[src/source/div_pkg.sv]
package div_pkg;

    // default operand width of the unit.
    localparam int data_width = 32;

    // risc-v m extension divide opcodes.
    typedef enum logic [1:0] {
        op_div  = 2'd0,
        op_divu = 2'd1,
        op_rem  = 2'd2,
        op_remu = 2'd3
    } div_op_e;

    // operations that skip the array result.
    typedef enum logic [1:0] {
        sp_none     = 2'd0,
        sp_div_zero = 2'd1,
        sp_overflow = 2'd2
    } special_e;

    // decoded per-operation control, follows the operands down the pipe.
    typedef struct packed {
        logic neg_quot;
        logic neg_rem;
        logic sel_rem;
        logic special;
    } div_flags_t;

endpackage

[src/source/cpu_tag_pkg.sv]
package cpu_tag_pkg;

    // physical register file has 128 entries.
    localparam int preg_width = 7;
    localparam int pc_width   = 32;

    // identifies the instruction a result belongs to.
    typedef struct packed {
        logic [preg_width-1:0] preg;
        logic [pc_width-1:0]   pc;
    } op_tag_t;

endpackage

[src/source/div_if.sv]
// decoded operation, issue control to divide array.
interface div_op_if #(
    parameter int WIDTH = div_pkg::data_width
);
    logic                 valid;
    logic [WIDTH-1:0]     dividend_mag;
    logic [WIDTH-1:0]     divisor_mag;
    logic [WIDTH-1:0]     dividend_raw;
    div_pkg::div_flags_t  flags;
    div_pkg::special_e    special;
    cpu_tag_pkg::op_tag_t tag;

    modport src (
        output valid, dividend_mag, divisor_mag, dividend_raw, flags, special, tag
    );
    modport dst (
        input valid, dividend_mag, divisor_mag, dividend_raw, flags, special, tag
    );
endinterface


[src/source/div_issue_ctrl.sv]
module div_issue_ctrl #(
    parameter int WIDTH = div_pkg::data_width
) (
    input  logic                 clk,
    input  logic                 reset,
    input  logic                 issue,
    input  div_pkg::div_op_e     op,
    input  logic [WIDTH-1:0]     dividend,
    input  logic [WIDTH-1:0]     divisor,
    input  cpu_tag_pkg::op_tag_t tag,
    div_op_if.src                op_out
);

    localparam logic [WIDTH-1:0] most_neg = {1'b1, {(WIDTH-1){1'b0}}};

    logic                is_signed;
    logic                sel_rem;
    logic                dvd_neg;
    logic                dvs_neg;
    logic [WIDTH-1:0]    dvd_mag;
    logic [WIDTH-1:0]    dvs_mag;
    logic                div_zero;
    logic                overflow;
    div_pkg::special_e   kind;
    div_pkg::div_flags_t flags;

    // opcode decode.
    assign is_signed = (op == div_pkg::op_div) || (op == div_pkg::op_rem);
    assign sel_rem   = (op == div_pkg::op_rem) || (op == div_pkg::op_remu);

    // magnitudes for the unsigned array.
    assign dvd_neg = is_signed & dividend[WIDTH-1];
    assign dvs_neg = is_signed & divisor[WIDTH-1];
    assign dvd_mag = dvd_neg ? -dividend : dividend;
    assign dvs_mag = dvs_neg ? -divisor : divisor;

    assign div_zero = (divisor == '0);
    assign overflow = is_signed && (dividend == most_neg) && (divisor == '1);

    always_comb begin
        if (div_zero) begin
            kind = div_pkg::sp_div_zero;
        end else if (overflow) begin
            kind = div_pkg::sp_overflow;
        end else begin
            kind = div_pkg::sp_none;
        end
    end

    // remainder keeps the dividend sign.
    assign flags = '{
        neg_quot: dvd_neg ^ dvs_neg,
        neg_rem:  dvd_neg,
        sel_rem:  sel_rem,
        special:  (kind != div_pkg::sp_none)
    };

    always_ff @(posedge clk or posedge reset) begin
        if (reset) begin
            op_out.valid <= 1'b0;
        end else begin
            op_out.valid <= issue;
        end
    end

    always_ff @(posedge clk) begin
        if (issue) begin
            op_out.dividend_mag <= dvd_mag;
            op_out.divisor_mag  <= dvs_mag;
            op_out.dividend_raw <= dividend;
            op_out.flags        <= flags;
            op_out.special      <= kind;
            op_out.tag          <= tag;
        end
    end

    // an issued operation must arrive fully known.
    a_issue_known: assert property (
        @(posedge clk) disable iff (reset)
        issue |-> !$isunknown({op, dividend, divisor, tag})
    ) else $error("divide issue with unknown operands or tag");

endmodule

[src/flat_wrapper.sv]
// flat-port wrapper written by rule: the top's interface ports become plain ports
module div_issue_ctrl_flat 
#(
    parameter int WIDTH = div_pkg::data_width
)
  (clk, reset, issue, op, dividend, divisor, tag, op_out_valid, op_out_dividend_mag, op_out_divisor_mag, op_out_dividend_raw, op_out_flags, op_out_special, op_out_tag);
  div_op_if #(.WIDTH(WIDTH)) op_out_i ();
  input  logic clk;
  input  logic reset;
  input  logic issue;
  input  div_pkg::div_op_e op;
  input  logic [WIDTH-1:0] dividend;
  input  logic [WIDTH-1:0] divisor;
  input  cpu_tag_pkg::op_tag_t tag;
  output wire logic [$bits(op_out_i.valid)-1:0] op_out_valid;
  output wire logic [$bits(op_out_i.dividend_mag)-1:0] op_out_dividend_mag;
  output wire logic [$bits(op_out_i.divisor_mag)-1:0] op_out_divisor_mag;
  output wire logic [$bits(op_out_i.dividend_raw)-1:0] op_out_dividend_raw;
  output wire logic [$bits(op_out_i.flags)-1:0] op_out_flags;
  output wire logic [$bits(op_out_i.special)-1:0] op_out_special;
  output wire logic [$bits(op_out_i.tag)-1:0] op_out_tag;
  assign op_out_valid = op_out_i.valid;
  assign op_out_dividend_mag = op_out_i.dividend_mag;
  assign op_out_divisor_mag = op_out_i.divisor_mag;
  assign op_out_dividend_raw = op_out_i.dividend_raw;
  assign op_out_flags = op_out_i.flags;
  assign op_out_special = op_out_i.special;
  assign op_out_tag = op_out_i.tag;
  div_issue_ctrl #(.WIDTH(WIDTH)) u_core (.clk(clk), .reset(reset), .issue(issue), .op(op), .dividend(dividend), .divisor(divisor), .tag(tag), .op_out(op_out_i));
endmodule
[config.mk]
export PLATFORM = sky130hd
export DESIGN_NAME = div_issue_ctrl_flat
export DESIGN_NICKNAME = d
export VERILOG_FILES = /design/src/source/div_pkg.sv /design/src/source/cpu_tag_pkg.sv /design/src/source/div_if.sv /design/src/source/div_issue_ctrl.sv /design/src/flat_wrapper.sv
export SDC_FILE = /design/constraint.sdc
export NUM_CORES = 1
export LEC_CHECK = 0
export ABC_AREA = 0
export BUFFER_PORTS_ARGS = -buffer_cell sky130_fd_sc_hd__buf_2
export CORE_ASPECT_RATIO = 1.1
export CORE_UTILIZATION = 51
export CTS_BUF_LIST = sky130_fd_sc_hd__clkbuf_4 sky130_fd_sc_hd__clkbuf_8 sky130_fd_sc_hd__clkbuf_16
export DETAILED_ROUTE_END_ITERATION = 8
export HOLD_SLACK_MARGIN = 0.1
export PLACE_DENSITY = 0.85
export SYNTH_ARGS = -nofsm -noshare
export SYNTH_HDL_FRONTEND = slang
export SYNTH_SLANG_ARGS = --single-unit
export TNS_END_PERCENT = 50
[constraint.sdc]
create_clock -name clk -period 1.2 [get_ports clk]
set_input_delay 0.12 -clock clk [delete_from_list [all_inputs] [get_ports clk]]
set_output_delay 0.12 -clock clk [all_outputs]
set_load 0.1 [all_outputs]
==> results of run 1 <==
## through the flow
stage	utilization	hold slack (ns)	setup TNS, ns	setup WS (ns)	std cells
after detailed placement	0.7964	-0.04664	-30.38	-0.9534	847
after global placement	0.7964	-0.04298	-27.52	-0.8577	847
after floorplan	-	-0.1513	-14.30	-0.6899	364
## cells by family after synthesis
logic type               share of synthesized area
buffers and inverters                      0.01244
AND/OR/NAND/NOR                            0.09494
AO/OA/AOI/OAI                              0.05827
XOR/XNOR                                   0.09013
flip-flops                                  0.7377
adder cells (fa/ha/maj)                   0.006548
==> impl_metrics.json, run 1 <==
{
  "num_rows": 40,
  "cts_resized": 159,
  "synthCells": 364,
  "ys_seq_elements": 141,
  "firstError": "[ERROR DPL-0033] detailed placement checks failed during check placement.",
  "h-tree-depth": 4,
  "die_y_um": 113.2,
  "synth_top_area_frac": 0.7333,
  "outcome": "aborted with a tool error",
  "clock_sinks": 141,
  "syn_avg_cell_area_um2": 15.75,
  "syn_nets": 475,
  "async_flop_share": 0.007092,
  "post-synth-top-count-cell": "edfxtp_1",
  "yosysTopAreaCell": "edfxtp_1",
  "die_x_um": 103.1,
  "cts_root_buf": "clkbuf_16",
  "place_area_um2": 8690,
  "cts_hold_buffers": 78,
  "cts_buffers": 17,
  "netlist_top_cells_area": "edfxtp_1 (73%), xnor2_1 (5.3%), xor2_1 (3.7%)",
  "ys_seq_area_frac": 0.7377,
  "initial_utilization": 0.5255,
  "synth_common_cells": "edfxtp_1 (140), xnor2_1 (35), nor2_1 (28), xor2_1 (24), a21oi_1 (13)",
  "ys.warnings.count": 0,
  "clockBufferDepth": 2,
  "dp_hpwl_um": 12970,
  "cts_setup_buffers": 5,
  "synthFlopType": "edfxtp_1",
  "ios": 250,
  "stop_stage": "4_1_cts",
  "ys_types": 47,
  "port_buffers": 249,
  "place_congestion": 0.9227,
  "synth_edf_count": 140,
  "synth_area_um2": 5733
}
==> run 2: changes to the inputs <==
Settings changed: CORE_ASPECT_RATIO 1.1 to not set, CORE_UTILIZATION 51 to 40, CTS_BUF_LIST sky130_fd_sc_hd__clkbuf_4 sky130_fd_sc_hd__clkbuf_8 sky130_fd_sc_hd__clkbuf_16 to not set, HOLD_SLACK_MARGIN 0.1 to not set, PLACE_DENSITY 0.85 to not set, PLACE_DENSITY_LB_ADDON set to 0.15.
==> run 2 against run 1 <==
  * The flow now finishes, with violations (negative setup slack)
  * Synthesized cell count unchanged
  * Area after synthesis stayed put
==> impl_metrics.json, run 2 <==
{
  "cts_tree": "done",
  "hold_viol": 0,
  "synthCells": 364,
  "ys_seq_elements": 141,
  "crit_path_end_kind": "flip-flop",
  "dr.pass1.iters": 4,
  "outcome": "finished, violations left",
  "p_total_mw": 17.24,
  "ir_worst_vdd_mv": 0.9232,
  "hp-class": "input port to flip-flop",
  "fmax_mhz": 566.3,
  "detail_route.wl_per_cell_um": 18.68,
  "fin_crit_sh": 1.472,
  "dp_hpwl_um": 11740,
  "cp_top_family": "simple AND/OR/NAND/NOR gates",
  "syn_nets": 475,
  "worst_pin_slew_ns": 0.4126,
  "grt_setup_unrepaired": "true",
  "post-synth-top-count-cell": "edfxtp_1",
  "core-area_um2": 13930,
  "clock_sinks": 141,
  "die_y_um": 121.7,
  "finalSetupViolations": 24,
  "yosysTopAreaCell": "edfxtp_1",
  "initial_utilization": 0.4114,
  "die_x_um": 121.7,
  "grt_overflow": 0,
  "clockBufferDepth": 2,
  "ys_seq_area_frac": 0.7377,
  "slew_violations": 0,
  "cts_root_buf": "clkbuf_16",
  "largestRegisters": "u_core.op_out.tag: 39 flops, u_core.op_out.dividend_raw: 32 flops, u_core.op_out.divisor_mag: 32 flops",
  "first_global_vias": 4864,
  "ys.warnings.count": 0,
  "worst_path_max_delay_cell": "or4b_4",
  "layout.cells.most_common": "buf_4",
  "max_stage_delay_ns": 0.59,
  "grt.met3_usage": 0.06929,
  "synth_common_cells": "edfxtp_1 (140), xnor2_1 (35), nor2_1 (28), xor2_1 (24), a21oi_1 (13)",
  "fin_crit_ns": 1.766,
  "ios": 250,
  "regMostFlops": "u_core.op_out.tag",
  "place_congestion": 0.8372,
  "netlist_top_cells_area": "edfxtp_1 (73%), xnor2_1 (5.3%), xor2_1 (3.7%)",
  "port_buffers": 249,
  "max-slew-margin-rel": 0.7213,
  "synth_top_area_frac": 0.7333,
  "failed_checks": "negative setup slack",
  "num_rows": 43,
  "critPathKind": "input port to flip-flop",
  "path_cells": "buf_6 > or4_4 > or4b_4 > buf_4 > o31ai_4 > xnor2_2",
  "fin_ws_ns": -0.5658,
  "use_met1": 0.2843,
  "final_nets": 893,
  "async_flop_share": 0.007092,
  "critPathLaunchType": "input port",
  "synth_edf_count": 140,
  "drt_iter0_markers": 282,
  "grt_pass1_wl_um": 26050,
  "synthFlopType": "edfxtp_1",
  "top_usage_layer": "met2",
  "routed_wl_um": 18230,
  "largest_reg_flops": 39,
  "clk_pin_slew_worst_paths_ns": 0.06,
  "grt_max_degree": 62,
  "synth_area_um2": 5733,
  "syn_to_final_growth_pct": 86.51,
  "grt_usage": 0.2420,
  "drive_above_1_share": 0.5673,
  "vias": 4793,
  "via_per_inst": 4.911,
  "die_area_um2": 14820,
  "antenna_found_initial": 1,
  "critPathArrivalTime_ns": 1.93,
  "h-tree-depth": 4,
  "drc": 0,
  "mostFrequentLayoutCells": "buf_4 (164), edfxtp_1 (140), buf_2 (96)",
  "worstPathRequired_ns": 1.37,
  "p_leak_nw": 4.361,
  "met2_usage": 0.4194,
  "cp.buffers_inverters": 2,
  "place_ws_ns": -0.9029,
  "path_max_fanout": 4,
  "syn_avg_cell_area_um2": 15.75,
  "antenna_left": 0,
  "cap_violations": 0,
  "cts_buffers": 17,
  "p_per_area_nw_per_um2": 1613,
  "ys_types": 47
}
[run 2: power by group]
group	switching (mW)	leakage [nW]	internal (mW)
combinational	3.96	2.69	1.59
sequential	0.240	1.38	5.95
clock	2.13	0.293	3.39
[run 2: worst paths after layout]
kind | startpoint | end | slack [ns] | cells after the start
min in group asynchronous | reset | u_core.op_out.valid | 0.08 | 3
max in group asynchronous | reset | u_core.op_out.valid | 1.03 | 3
setup / recovery | dividend[11] | u_core.op_out.dividend_mag[24] | -0.57 | 6
hold / removal | dividend[31] | u_core.op_out.dividend_raw[31] | 0.009 | 2
[run 2: cells by family after synthesis]
kind of cell | Yosys count | synth area share
flip-flops | 141 | 0.7377
XOR/XNOR | 59 | 0.09013
buffers and inverters | 16 | 0.01244
AO/OA/AOI/OAI | 52 | 0.05827
adder cells (fa/ha/maj) | 3 | 0.006548
AND/OR/NAND/NOR | 93 | 0.09494
[run 2: routing by layer]
| metal | wire (um) | vias up |
|---|---|---|
| met5 | 0 | - |
| met4 | 468 | 0 |
| met3 | 1160 | 34 |
| met2 | 9507 | 191 |
| met1 | 7093 | 2336 |
| li1 | - | 2232 |
[run 2: timing repair]
action	CTS	global route
hold buffers	56	0
setup endpoints to repair	144	74
endpoints found under the hold margin	56	0
gates resized for setup	146	54
setup buffers	3	3
pin swaps	13	15
[run 2: stage by stage]
step | instances | hold slack (ns) | setup TNS (ns) | area (um^2) | util
finish | 976 | 0.008500 | -6.752 | 10690 | 0.7674
global route | 975 | 0.009375 | -8.074 | 10690 | 0.7672
CTS | 972 | 0.001477 | -5.983 | 10430 | 0.7484
floorplan | 364 | -0.1513 | -14.30 | 5918 | -
global placement | 881 | -0.04016 | -28.63 | 8753 | 0.6282
detailed placement | 881 | -0.03899 | -30.07 | 8753 | 0.6282
[run 2: cell type report]
cell class	instances	area, um^2
clock inverter	13	163.9
timing repair buffer	408	3724
antenna	1	2.502
multi-input combinational	207	1854
tap	180	225.2
fill	799	3242
sequential	141	4229
clock buffer	19	452.9
inverter	7	41.29
Note: power is estimated with default switching activity, not from simulation.
