==> config.mk <==
export PLATFORM = sky130hd
export DESIGN_NAME = div_result_fix_flat
export DESIGN_NICKNAME = d
export VERILOG_FILES = /design/src/source/div_pkg.sv /design/src/source/cpu_tag_pkg.sv /design/src/source/div_if.sv /design/src/source/div_result_fix.sv /design/src/flat_wrapper.sv
export SDC_FILE = /design/constraint.sdc
export NUM_CORES = 1
export LEC_CHECK = 0
export CORE_AREA = 2 2 103 105
export CTS_CLUSTER_SIZE = 16
export DETAILED_ROUTE_END_ITERATION = 12
export DIE_AREA = 0 0 105 107
export DONT_BUFFER_PORTS = 1
export GPL_TIMING_DRIVEN = 0
export PLACE_DENSITY = 0.73
export RECOVER_POWER = 50
export SYNTH_ARGS = -nofsm -noshare
export SYNTH_HDL_FRONTEND = slang
export SYNTH_SLANG_ARGS = --single-unit
==> constraint.sdc <==
create_clock -name clk -period 7.6 [get_ports clk]
set_input_delay 1.9 -clock clk [delete_from_list [all_inputs] [get_ports clk]]
set_output_delay 1.9 -clock clk [all_outputs]
set_load 0.02 [all_outputs]
==> src/source/div_pkg.sv <==
package div_pkg;

    // default operand width of the unit.
    localparam int data_width = 32;

    // risc-v m extension divide opcodes.
    typedef enum logic [1:0] {
        op_div  = 2'd0,
        op_divu = 2'd1,
        op_rem  = 2'd2,
        op_remu = 2'd3
    } div_op_e;

    // operations that skip the array result.
    typedef enum logic [1:0] {
        sp_none     = 2'd0,
        sp_div_zero = 2'd1,
        sp_overflow = 2'd2
    } special_e;

    // decoded per-operation control, follows the operands down the pipe.
    typedef struct packed {
        logic neg_quot;
        logic neg_rem;
        logic sel_rem;
        logic special;
    } div_flags_t;

endpackage

==> src/source/cpu_tag_pkg.sv <==
package cpu_tag_pkg;

    // physical register file has 128 entries.
    localparam int preg_width = 7;
    localparam int pc_width   = 32;

    // identifies the instruction a result belongs to.
    typedef struct packed {
        logic [preg_width-1:0] preg;
        logic [pc_width-1:0]   pc;
    } op_tag_t;

endpackage

==> src/source/div_if.sv <==


// unsigned array result, divide array to result fixup.
interface div_res_if #(
    parameter int WIDTH = div_pkg::data_width
);
    logic                 valid;
    logic [WIDTH-1:0]     quot_mag;
    logic [WIDTH-1:0]     rem_mag;
    logic [WIDTH-1:0]     dividend_raw;
    div_pkg::div_flags_t  flags;
    div_pkg::special_e    special;
    cpu_tag_pkg::op_tag_t tag;

    modport src (
        output valid, quot_mag, rem_mag, dividend_raw, flags, special, tag
    );
    modport dst (
        input valid, quot_mag, rem_mag, dividend_raw, flags, special, tag
    );
endinterface

==> src/source/div_result_fix.sv <==
module div_result_fix #(
    parameter int WIDTH = div_pkg::data_width
) (
    input  logic                 clk,
    input  logic                 reset,
    div_res_if.dst               res_in,
    output logic                 done,
    output logic [WIDTH-1:0]     result,
    output cpu_tag_pkg::op_tag_t tag_out
);

    logic [WIDTH-1:0] quot_s;
    logic [WIDTH-1:0] rem_s;
    logic [WIDTH-1:0] quot;
    logic [WIDTH-1:0] rem;
    logic [WIDTH-1:0] result_d;

    assign quot_s = res_in.flags.neg_quot ? -res_in.quot_mag : res_in.quot_mag;
    assign rem_s  = res_in.flags.neg_rem ? -res_in.rem_mag : res_in.rem_mag;

    // fixed risc-v results.
    always_comb begin
        quot = quot_s;
        rem  = rem_s;
        if (res_in.flags.special) begin
            case (res_in.special)
                div_pkg::sp_div_zero: begin
                    quot = '1;
                    rem  = res_in.dividend_raw;
                end
                div_pkg::sp_overflow: begin
                    quot = res_in.dividend_raw;
                    rem  = '0;
                end
                default: ;
            endcase
        end
    end

    assign result_d = res_in.flags.sel_rem ? rem : quot;

    always_ff @(posedge clk or posedge reset) begin
        if (reset) begin
            done    <= 1'b0;
            result  <= '0;
            tag_out <= '0;
        end else begin
            done <= res_in.valid;
            if (res_in.valid) begin
                result  <= result_d;
                tag_out <= res_in.tag;
            end
        end
    end

    // tag must have survived the whole pipe intact.
    a_tag_known: assert property (
        @(posedge clk) disable iff (reset)
        done |-> !$isunknown(tag_out)
    ) else $error("divide result with unknown tag");

endmodule

==> src/flat_wrapper.sv <==
// flat-port wrapper written by rule: the top's interface ports become plain ports
module div_result_fix_flat 
#(
    parameter int WIDTH = div_pkg::data_width
)
  (clk, reset, done, result, tag_out, res_in_valid, res_in_quot_mag, res_in_rem_mag, res_in_dividend_raw, res_in_flags, res_in_special, res_in_tag);
  div_res_if #(.WIDTH(WIDTH)) res_in_i ();
  input  logic clk;
  input  logic reset;
  output logic done;
  output logic [WIDTH-1:0] result;
  output cpu_tag_pkg::op_tag_t tag_out;
  input wire logic [$bits(res_in_i.valid)-1:0] res_in_valid;
  input wire logic [$bits(res_in_i.quot_mag)-1:0] res_in_quot_mag;
  input wire logic [$bits(res_in_i.rem_mag)-1:0] res_in_rem_mag;
  input wire logic [$bits(res_in_i.dividend_raw)-1:0] res_in_dividend_raw;
  input wire logic [$bits(res_in_i.flags)-1:0] res_in_flags;
  input wire logic [$bits(res_in_i.special)-1:0] res_in_special;
  input wire logic [$bits(res_in_i.tag)-1:0] res_in_tag;
  assign res_in_i.valid = res_in_valid;
  assign res_in_i.quot_mag = res_in_quot_mag;
  assign res_in_i.rem_mag = res_in_rem_mag;
  assign res_in_i.dividend_raw = res_in_dividend_raw;
  assign res_in_i.flags = res_in_flags;
  assign res_in_i.special = res_in_special;
  assign res_in_i.tag = res_in_tag;
  div_result_fix #(.WIDTH(WIDTH)) u_core (.clk(clk), .reset(reset), .res_in(res_in_i), .done(done), .result(result), .tag_out(tag_out));
endmodule
---- Word level (Yosys, flattened, before mapping) ----
Cells that the tools add are included.
word-level totals
  register bits after elaboration ......... 72
  input bits .............................. 144
  output and inout port bits .............. 72
  word-level logic and storage cells ...... 15
operators by class
  add/sub/neg operators ................... 2
  eq/ne operators ......................... 2
  multiplexer cells ....................... 7
operator list
  kind                                                                    number
  32-bit 2-to-1 mux                                                       5
  32-bit one-hot mux with 2 select lines                                  2
  32-bit negation                                                         2
  2-bit by 1-bit equality test with 1-bit output (second input constant)  1
  2-bit equality test (second input constant)                             1

---- Logic depth before layout (Yosys ltp) ----
Gate-level depths: netlist of run 1.
  depth after elaboration ................. 5
  mapped depth ............................ 10
  gate-level depth less buffers ........... 8

---- Least setup slack after synthesis of run 1 ----
Ideal clock, no wire load.
  path type ............................... input to register
  start ................................... in res_in_rem_mag[4]
  end ..................................... reg u_core.result[29]
  setup time .............................. 140 ps
  arrival time ............................ 3,884 ps
  data required time ...................... 7,460 ps
  slack ................................... 3,576 ps
  stages .................................. 8
  path buffers ............................ 2
  cell sequence ........................... or3_1 > buf_6 > or4b_4 > buf_6 > or2_4 > o41ai_2 > xor2_1 > o221ai_1
on the way
  longest elaborated chain between the ends .. 5
RTL lines
  element                                 RTL line              text
  from (decl)                             flat_wrapper.sv:15    input wire logic [$bits(res_in_i.rem_mag)-1:0] res_in_rem_mag;
  32-bit negation *                       div_result_fix.sv:19  assign rem_s = res_in.flags.neg_rem ? -res_in.rem_mag : res_in.rem_mag;
  32-bit 2-to-1 mux *                     div_result_fix.sv:19
  32-bit one-hot mux with 2 select lines  div_result_fix.sv:26  case (res_in.special)
  32-bit 2-to-1 mux *                     div_result_fix.sv:25  if (res_in.flags.special) begin
  32-bit 2-to-1 mux *                     div_result_fix.sv:40  assign result_d = res_in.flags.sel_rem ? rem : quot;
  to (signal assigned)                    div_result_fix.sv:50  result <= result_d;
  to (decl)                               div_result_fix.sv:8   output logic [WIDTH-1:0] result,
Mark *: on every way between the ends. The rest lies on a longest branch, timed or not.
A chain may end at the register's enable or synchronous reset.

---- Final worst setup path of run 1 ----
  start ................................... in res_in_quot_mag[10]
  end ..................................... reg u_core.result[29]
on the way
  longest elaborated chain between the ends .. 5
RTL lines
  element                                 RTL line              text
  from (decl)                             flat_wrapper.sv:14    input wire logic [$bits(res_in_i.quot_mag)-1:0] res_in_quot_mag;
  32-bit negation *                       div_result_fix.sv:18  assign quot_s = res_in.flags.neg_quot ? -res_in.quot_mag : res_in.quot_mag;
  32-bit 2-to-1 mux *                     div_result_fix.sv:18
  32-bit one-hot mux with 2 select lines  div_result_fix.sv:26
  32-bit 2-to-1 mux *                     div_result_fix.sv:25
  32-bit 2-to-1 mux *                     div_result_fix.sv:40
Marks and branches as above.

==> flow_summary.json, run 1 <==
{
  "crit_slowest_cell": "or4_1",
  "nets": 696,
  "drt.antenna.violating_nets": 0,
  "worst_slew_pin_slew_ps": 3240,
  "finalSetupTns_ps": 0,
  "start_util_pct": 49.0,
  "fin_crit_ps": 3980,
  "post-place-ws_ps": 3360,
  "syn-cell-area_um2": 4940,
  "dp.cells": 673,
  "cts_setup_buffers": 0,
  "vdd.ir_drop.worst_mv": 0.0973,
  "clk_latency_ps": 360,
  "p_leak_nw": 1.97,
  "hold_slack_ps": 629,
  "layout.cells.non_filler": 689,
  "clk_pin_slew_worst_paths_ps": 80,
  "dr.first_iter.drc_count": 386,
  "num_vias": 4510,
  "synth.area.top_cells": "dfrtp_1, mux2_2, xor2_1",
  "die_x_um": 105,
  "crit_type": "input port to register",
  "ctsResizeCount": 0,
  "core_um2": 10100,
  "place.detailed.hpwl_um": 13100,
  "numCtsBuffers": 9,
  "antenna_found_initial": 0,
  "fin_crit_sh_pct": 52.3,
  "root_buffer": "clkbuf_8",
  "crit_path_max_fanout": 8,
  "cpLargestDelayFamily": "simple AND/OR/NAND/NOR gates",
  "setup_slack_ps": 3620,
  "hp-start": "u_core.result[4]",
  "cp_cell_sequence": "nor3_1 > nand4_1 > or4_1 > o31ai_1 > xor2_1 > o221ai_1",
  "min_path_type": "register to register",
  "design.die.area_um2": 11200,
  "async_flop_share_pct": 100,
  "synth_ff_type": "dfrtp_1",
  "fillers": 979,
  "synth_nets": 685,
  "drc": 0,
  "fmax_mhz": 251,
  "hold_depth": 2,
  "max_stage_delay_ps": 650,
  "wl_per_cell_um": 24.1,
  "min_to": "u_core.result[4]",
  "r2r_cells": 3,
  "r2r_end": "u_core.result[24]",
  "synth.yosys.seq_area_share_pct": 36.4,
  "cp-end-kind": "register",
  "hold_viol": 0,
  "required_ps": 7820,
  "grt_pass1_vias": 4488,
  "cts.sinks": 72,
  "grt_setup_unrepaired": "false",
  "reg2reg_from": "u_core.result[24]",
  "postCtsHoldBufs": 0,
  "final_util_pct": 52.7,
  "diodes": 0,
  "grt-ovfl-total": 0,
  "drv_slew": 73,
  "drive_gt1_share_pct": 13.6,
  "setup_viol": 0,
  "cts_buffer_depth": 2,
  "violations": "capacitance limit, slew limit",
  "ys_ff_latch": 72,
  "routed_via_density": 6.55,
  "synth_top_area_share_pct": 36.4,
  "syn_inst": 537,
  "wirelength_um": 16600,
  "gp_congestion": 0.879,
  "syn_to_final_growth_pct": 7.54,
  "die_h_um": 107,
  "num_rows": 37,
  "yosysWarnings": 0,
  "ios": 216,
  "firstDrtPassIters": 5,
  "status": "finished, violations left",
  "relSlewSlack_pct": -117,
  "cp-start-kind": "input port",
  "power_density_nw_per_um2": 195,
  "crit_buf_inv": 0,
  "cts_tree": "done",
  "reg2reg_slack_ps": 6310,
  "synth_top_area_cell": "dfrtp_1",
  "finalClockSkew_ps": 0,
  "avgSynthCellArea_um2": 9.21,
  "grt_max_degree": 73,
  "netlist-cell-type-count": 57,
  "maxCapViolCount": 1,
  "port_buffers": 0,
  "cts_max_level": 3,
  "cp.arrival_ps": 4200,
  "grt_usage_pct": 29.0,
  "synth_edf_count": 0,
  "grt_pass1_wl_um": 24800
}
==> cell families (layout without fill, tap and decap cells) <==
| kind of cell | Yosys count | after routing | synth area share [%] |
|---|---|---|---|
| fa+ha+maj | 4 | 4 | 1.01 |
| simple gates | 147 | 147 | 15.6 |
| compound gates | 165 | 165 | 23.1 |
| mux | 45 | 45 | 10.1 |
| buf+inv | 51 | 67 | 4.33 |
| flops | 72 | 72 | 36.4 |
| xor+xnor | 53 | 53 | 9.39 |
==> tightest hold or removal path, delay by kind of cell, from the launching register on <==
family,cells,cell delay (ps)
flip-flops,1,460
AND/OR/NAND/NOR,1,70
AO/OA/AOI/OAI,1,60
==> stage by stage <==
stage | power, mW | area [um2]
2_1_floorplan | 0.664 | 4940
3_3_place_gp | 0.716 | 5110
3_5_place_dp | 0.723 | 5120
4_1_cts | 1.04 | 5320
5_1_grt | 1.08 | 5320
6_report | 1.04 | 5320
==> cell usage after synthesis, types with 11 or more instances <==
cell	n
nor2_1	25
o21ai_0	37
a21oi_1	37
dfrtp_1	72
clkbuf_1	26
a31oi_1	11
inv_1	12
or3_1	11
xnor2_1	21
nor3_1	11
xor2_1	32
nand2_1	47
mux2_2	40
o31ai_1	25
==> placed cells by master (no fill, tap or decap), drive strengths merged, types with 3 or more instances in the layout <==
cell type  netlist  layout
a211oi           7       7
a21oi           37      37
a221o            3       3
a221oi           9       9
a31oi           11      11
buf             12      12
clkbuf          26      35
clkinv           1       3
dfrtp           72      72
ha               4       4
inv             12      14
mux2            40      40
mux2i            5       5
nand2           47      47
nand2b           4       4
nand3            7       7
nand4            7       7
nor2            25      25
nor2b            8       8
nor3            11      11
nor4             5       5
o211ai           3       3
o21ai           37      37
o221ai           8       8
o31ai           25      25
o41ai            9       9
or2              4       4
or3             11      11
or4              9       9
xnor2           21      21
xor2            32      32
==> layout make-up <==
cell class                 instances  area, um2  share of cell area (%)
inverter                          13       50.0                   0.941
tap                              136        170                    3.20
sequential                        72       1800                    33.9
clock inverter                     7       77.6                    1.46
multi-input combinational        414       2930                    55.1
buffer                            38        165                    3.11
clock buffer                       9        124                    2.33
==> registers in the layout (all words and copies together) (netlist names) <==
name and count:
u_core.done 1, u_core.result 32, u_core.tag_out 39
==> report_power, final <==
group / internal, mW / switching (mW)
Combinational: 0.0809 / 0.110
Sequential: 0.429 / 0.0969
Clock: 0.155 / 0.166
Total: 0.665 / 0.373
==> layer usage <==
layer / up-vias / part of all wire (%) / global-route usage [%]
met1: 2203 / 38 / 34.3
met2: 249 / 47 / 47.0
met4: 0 / 3.2 / 11.0
met3: 39 / 12 / 12.2
met5: - / 0 / 0
li1: 2019 / - / -
==> worst max-delay path by stage <==
stage / from / end / slack, ps / cells after the start
floorplan: res_in_rem_mag[4] / u_core.result[29] / 3580 / 8
global placement: reset / u_core.result[2] / 3120 / 1
detailed placement: res_in_quot_mag[2] / u_core.result[29] / 3360 / 6
CTS: res_in_quot_mag[1] / u_core.result[28] / 3720 / 8
global route: reset / u_core.result[13] / 3330 / 1
finish: res_in_quot_mag[10] / u_core.result[29] / 3620 / 6
(Power assumes the default switching activity.)
==> run 2: changes to the inputs <==
- PLACE_DENSITY: 0.73 -> 0.75
- clock period: 7.6 -> 3.5 ns (I/O delays scaled with it)
==> run 2 against run 1 <==
Effect of this change: the run still ends with capacitance limit, slew limit left; setup slack worse by 3000 ps; critical endpoint unchanged; largest cell class unchanged; non-clock buffer count stayed put; die area stayed put; largest power group unchanged.
==> flow_summary.json, run 2 (synthesis gave the netlist of run 1 again) <==
{
  "status": "finished, violations left",
  "violations": "capacitance limit, slew limit",
  "hold_viol": 0,
  "drv_slew": 73,
  "hold_depth": 0,
  "place_area_um2": 5120,
  "start_util_pct": 49.0,
  "clockPowerShare_pct": 35.2,
  "largest-register": "u_core.tag_out",
  "fin_crit_sh_pct": 83.2,
  "fillers": 924,
  "worst_slew_pin_slew_ps": 1540,
  "multi_input_area_um2": 2930,
  "clk_pin_slew_worst_paths_ps": 80,
  "mostFrequentLayoutCells": "dfrtp_1, nand2_1, mux2_2",
  "reg2reg_slack_ps": 2230,
  "root_buffer": "clkbuf_8",
  "antenna_found_initial": 0,
  "reg.largest.list": "u_core.tag_out: 39 flops, u_core.result: 32 flops, u_core.done: 1 flops",
  "num_vias": 4479,
  "hp-start": "res_in_valid",
  "p_sw_share_pct": 34.0,
  "r2r_cells": 3,
  "syn_to_final_growth_pct": 8.53,
  "clk_latency_ps": 360,
  "fmax_mhz": 343,
  "grt_usage_pct": 29.6,
  "core_um2": 10100,
  "grt_pass1_wl_um": 25300,
  "routed_via_density": 6.50,
  "final_util_pct": 53.2,
  "cts_max_level": 3,
  "grt_max_degree": 73,
  "die_x_um": 105,
  "numCtsBuffers": 9,
  "ctsResizeCount": 0,
  "wirelength_um": 17000,
  "drive_gt1_share_pct": 13.6,
  "p_leak_nw": 2.00,
  "design.die.area_um2": 11200,
  "p_sw_mw": 0.818,
  "crit_type": "input port to register",
  "largest_register_ffs": 39,
  "crit_path_max_fanout": 8,
  "cts.sinks": 72,
  "place.detailed.hpwl_um": 13500,
  "grt_setup_unrepaired": "false",
  "fin_crit_ps": 2910,
  "layout.cells.non_filler": 689,
  "diodes": 0,
  "post-place-ws_ps": 295,
  "dp.cells": 673,
  "min_path_type": "input port to register",
  "ios": 216,
  "reg2reg_from": "u_core.result[24]",
  "design_area_um2": 5370,
  "wl_per_cell_um": 24.7,
  "vdd.ir_drop.worst_mv": 0.170,
  "relSlewSlack_pct": -2.75,
  "finalSetupTns_ps": 0,
  "min_to": "u_core.done",
  "cts_buffer_depth": 2,
  "required_ps": 3730,
  "postCtsHoldBufs": 0,
  "critPathLaunch": "res_in_quot_mag[6]",
  "gp_congestion": 0.900,
  "final_common_cell": "dfrtp_1",
  "dr.first_iter.drc_count": 325,
  "cp-end-kind": "register",
  "p_int_mw": 1.59,
  "total_power_mw": 2.41,
  "hold_slack_ps": 528,
  "power_density_nw_per_um2": 449,
  "drt.antenna.violating_nets": 0,
  "cp.arrival_ps": 3140,
  "maxCapViolCount": 1,
  "cts_tree": "done",
  "r2r_end": "u_core.result[24]",
  "drc": 0,
  "num_rows": 37,
  "cts_setup_buffers": 0,
  "firstDrtPassIters": 5,
  "pwr-share-comb_pct": 17.3,
  "finalClockSkew_ps": 0,
  "setup_viol": 0,
  "nets": 696,
  "register_area_um2": 1800,
  "die_h_um": 107,
  "setup_slack_ps": 589,
  "grt-ovfl-total": 0,
  "cp-start-kind": "input port",
  "port_buffers": 0,
  "grt_pass1_vias": 4466,
  "power_frac_seq_pct": 47.5
}
run 2: cell types whose count changed in the layout (fill, tap and decap cells not counted):
| cell | before | now |
|---|---|---|
| clkinv_2 | 1 | 0 |
| bufinv_16 | 1 | 3 |
| clkinv_4 | 1 | 2 |
| inv_6 | 3 | 1 |
| inv_2 | 0 | 1 |
| clkinvlp_4 | 1 | 0 |
| inv_8 | 0 | 1 |
| clkinvlp_2 | 1 | 0 |
run 2: final cells by class:
| cell class | instances | share of cell area (%) |
|---|---|---|
| well taps | 136 | 3.17 |
| clock inverters | 7 | 2.38 |
| inverters | 13 | 0.910 |
| clock buffers | 9 | 2.31 |
| plain buffers | 38 | 3.08 |
| multi-input cells | 414 | 54.6 |
| flip-flops and latches | 72 | 33.6 |
run 2: layer usage:
| metal | vias up | share of wire [%] | track usage [%] |
|---|---|---|---|
| li1 | 2031 | - | - |
| met1 | 2170 | 38 | 35.0 |
| met2 | 255 | 48 | 49.4 |
| met3 | 23 | 12 | 11.4 |
| met4 | 0 | 2.0 | 10.1 |
| met5 | - | 0 | 0 |
run 2: power by group through the flow:
stage / clock network (mW) / registers, mW / logic (mW)
2_1_floorplan: 0 / 1.13 / 0.316
3_3_place_gp: 0 / 1.16 / 0.403
3_5_place_dp: 0 / 1.16 / 0.412
4_1_cts: 0.850 / 1.15 / 0.415
5_1_grt: 0.878 / 1.15 / 0.459
6_report: 0.847 / 1.14 / 0.417
run 2: how the worst max path moves through the flow:
| stage | end |
|---|---|
| floorplan | u_core.result[29] |
| global route | u_core.result[28] |
| detailed placement | u_core.result[28] |
| CTS | u_core.result[29] |
| finish | u_core.result[29] |
| global placement | u_core.result[15] |
run 2: critical path, cell delays in order:
cell      delay (ps)
nor4_2           500
nand4_1          440
or4_1            650
o31ai_1          320
xor2_1           200
o221ai_1         140
==> run 3: changes to the inputs <==
- ABC_AREA: not set -> 1
- CORE_AREA: 2 2 103 105 -> 2 2 110 112
- DIE_AREA: 0 0 105 107 -> 0 0 112 114
- PLACE_DENSITY: 0.75 -> 0.76
- clock period: 3.5 -> 2.39 ns (I/O delays scaled with it)
==> run 3 against run 2 <==
Effect of this change: the flow now finishes without violations; combinational power grew 71%; non-clock buffer count grew 3; critical path depth grew 7; final area grew 16%; power grew 51%; largest cell class unchanged; largest power group unchanged.
==> flow_summary.json, run 3 <==
{
  "syn_to_final_growth_pct": 8.78,
  "diodes": 0,
  "final_util_pct": 53.1,
  "yosysMostFrequentCell": "nand2_1",
  "nets": 1099,
  "gp_congestion": 0.991,
  "place.detailed.hpwl_um": 15400,
  "max_stage_delay_ps": 230,
  "fin_crit_sh_pct": 74.1,
  "antenna_found_initial": 0,
  "clk_latency_ps": 330,
  "syn-cell-area_um2": 5720,
  "reg.largest.list": "u_core.tag_out: 39 flops, u_core.result: 32 flops, u_core.done: 1 flops",
  "crit_type": "input port to register",
  "fmax_mhz": 564,
  "grt_pass1_vias": 5519,
  "ctsResizeCount": 0,
  "crit_path_max_fanout": 7,
  "largest_register_ffs": 39,
  "p_sw_share_pct": 36.4,
  "wirelength_um": 19100,
  "drive_gt1_share_pct": 8.79,
  "pwr-share-comb_pct": 19.5,
  "setup_viol": 0,
  "root_buffer": "clkbuf_16",
  "grt-ovfl-total": 0,
  "postCtsHoldBufs": 0,
  "p_leak_nw": 3.13,
  "fin_crit_ps": 1770,
  "async_flop_share_pct": 100,
  "synth_edf_count": 0,
  "synth.area.top_cells": "dfrtp_1, nand2_1, nand3_1",
  "numCtsBuffers": 9,
  "status": "finished, final reports clean",
  "finalClockSkew_ps": 0,
  "synth_ff_type": "dfrtp_1",
  "relSlewSlack_pct": 27.1,
  "wl_per_cell_um": 17.3,
  "hold_depth": 0,
  "ys_ff_latch": 72,
  "hold_viol": 0,
  "required_ps": 2620,
  "crit_buf_inv": 1,
  "clk_pin_slew_worst_paths_ps": 70,
  "mostFrequentLayoutCells": "nand2_1, nand3_1, nor2_1",
  "cp_cell_sequence": "inv_1 > ha_1 > nand2_2 > nor2_4 > nand2_2 > nand2_4 > nand2_2 > nand2_1 > nand2_1 > o21ai_1 > nand2_1 > nand2_1 > nand2_1",
  "hp-start": "res_in_valid",
  "vdd.ir_drop.worst_mv": 0.422,
  "cp-end-kind": "register",
  "netlist-cell-type-count": 36,
  "design.die.area_um2": 12800,
  "avgSynthCellArea_um2": 6.09,
  "min_to": "u_core.done",
  "num_vias": 6150,
  "drc": 0,
  "die_x_um": 112,
  "power_frac_seq_pct": 44.9,
  "cts.sinks": 72,
  "cpLargestDelayFamily": "simple AND/OR/NAND/NOR gates",
  "power_density_nw_per_um2": 586,
  "maxCapViolCount": 0,
  "crit_slowest_cell": "ha_1",
  "reg2reg_slack_ps": 1610,
  "routed_via_density": 5.58,
  "r2r_end": "u_core.result[8]",
  "final_common_cell": "nand2_1",
  "r2r_cells": 2,
  "num_rows": 40,
  "clockPowerShare_pct": 35.6,
  "synth_top_area_share_pct": 31.5,
  "drt.antenna.violating_nets": 0,
  "die_h_um": 114,
  "synth_nets": 1086,
  "grt_max_degree": 30,
  "dr.first_iter.drc_count": 548,
  "firstDrtPassIters": 6,
  "grt_setup_unrepaired": "false",
  "p_int_mw": 2.32,
  "finalSetupTns_ps": 0,
  "drv_slew": 0,
  "cts_tree": "done",
  "synth.top_cells.by_count": "nand2_1, nand3_1, nor2_1",
  "grt_usage_pct": 29.6,
  "syn_inst": 938,
  "port_buffers": 0,
  "grt_pass1_wl_um": 29700,
  "ios": 216,
  "yosysWarnings": 0,
  "core_um2": 11700,
  "cp-start-kind": "input port",
  "synth.yosys.seq_area_share_pct": 31.5,
  "reg2reg_from": "u_core.result[8]",
  "crit_path_frequent_cell": "nand2_1",
  "worst_slew_pin_slew_ps": 1090,
  "min_path_type": "input port to register",
  "p_sw_mw": 1.33,
  "start_util_pct": 48.8,
  "cp.arrival_ps": 2000,
  "cts_max_level": 3,
  "largest-register": "u_core.tag_out",
  "cts_setup_buffers": 0,
  "cts_buffer_depth": 2,
  "synth_top_area_cell": "dfrtp_1"
}
-- run 3: routing by layer --
layer	routed length (um)	part of all wire, %	vias to the layer above	track usage, %
met4	665	3.5	0	9.76
li1	-	-	3019	-
met2	8820	46	271	47.6
met5	0	0	-	0
met3	1770	9.2	41	9.03
met1	7890	41	2819	38.4
-- run 3: layout make-up --
class	count	area (um2)
plain buffers	39	208
clock buffers	9	225
clock inverters	7	60.1
fillers	1251	5490
inverters	79	298
multi-input cells	748	3410
flip-flops and latches	72	1800
well taps	147	184
repair buffers	2	32.5
-- run 3: how the worst max path moves through the flow --
stage                        end                from  cells after the start
6_report       u_core.result[16]  res_in_quot_mag[0]                     13
5_1_grt        u_core.result[31]               reset                      3
4_1_cts        u_core.result[15]   res_in_special[0]                      9
2_1_floorplan  u_core.result[18]   res_in_special[0]                     11
3_5_place_dp   u_core.result[15]   res_in_special[0]                      9
3_3_place_gp   u_core.result[15]   res_in_special[0]                      9
-- run 3: power by group through the flow --
stage,Clock (mW),Combinational [mW],Sequential (mW)
floorplan,0,0.540,1.61
global placement,0,0.686,1.65
detailed placement,0,0.708,1.66
CTS,1.32,0.712,1.64
global route,1.38,0.813,1.65
finish,1.30,0.713,1.64
-- run 3: per-stage QoR --
| stage | instance area, um2 | hold slack, ps | std cells | total power [mW] | worst slack [ps] |
|---|---|---|---|---|---|
| finish | 6220 | 291 | 1103 | 3.65 | 618 |
| global route | 6220 | 272 | 1103 | 3.84 | 354 |
| CTS | 6240 | 183 | 1103 | 3.67 | 627 |
| detailed placement | 5950 | 536 | 1087 | 2.37 | 273 |
| global placement | 5900 | 598 | 1085 | 2.34 | 291 |
| floorplan | 5720 | 584 | 938 | 2.15 | 527 |
-- run 3: cell families (layout without fill, tap and decap cells) --
logic type / Yosys count / after routing / synth area share (%)
AOI/OAI and AO/OA: 112 / 112 / 10.5
xor gates and xnor gates: 6 / 6 / 0.919
adders and majority gates: 4 / 4 / 0.876
buffers and inverters: 118 / 136 / 8.84
DFF: 72 / 72 / 31.5
and+or+nand+nor: 626 / 626 / 47.4
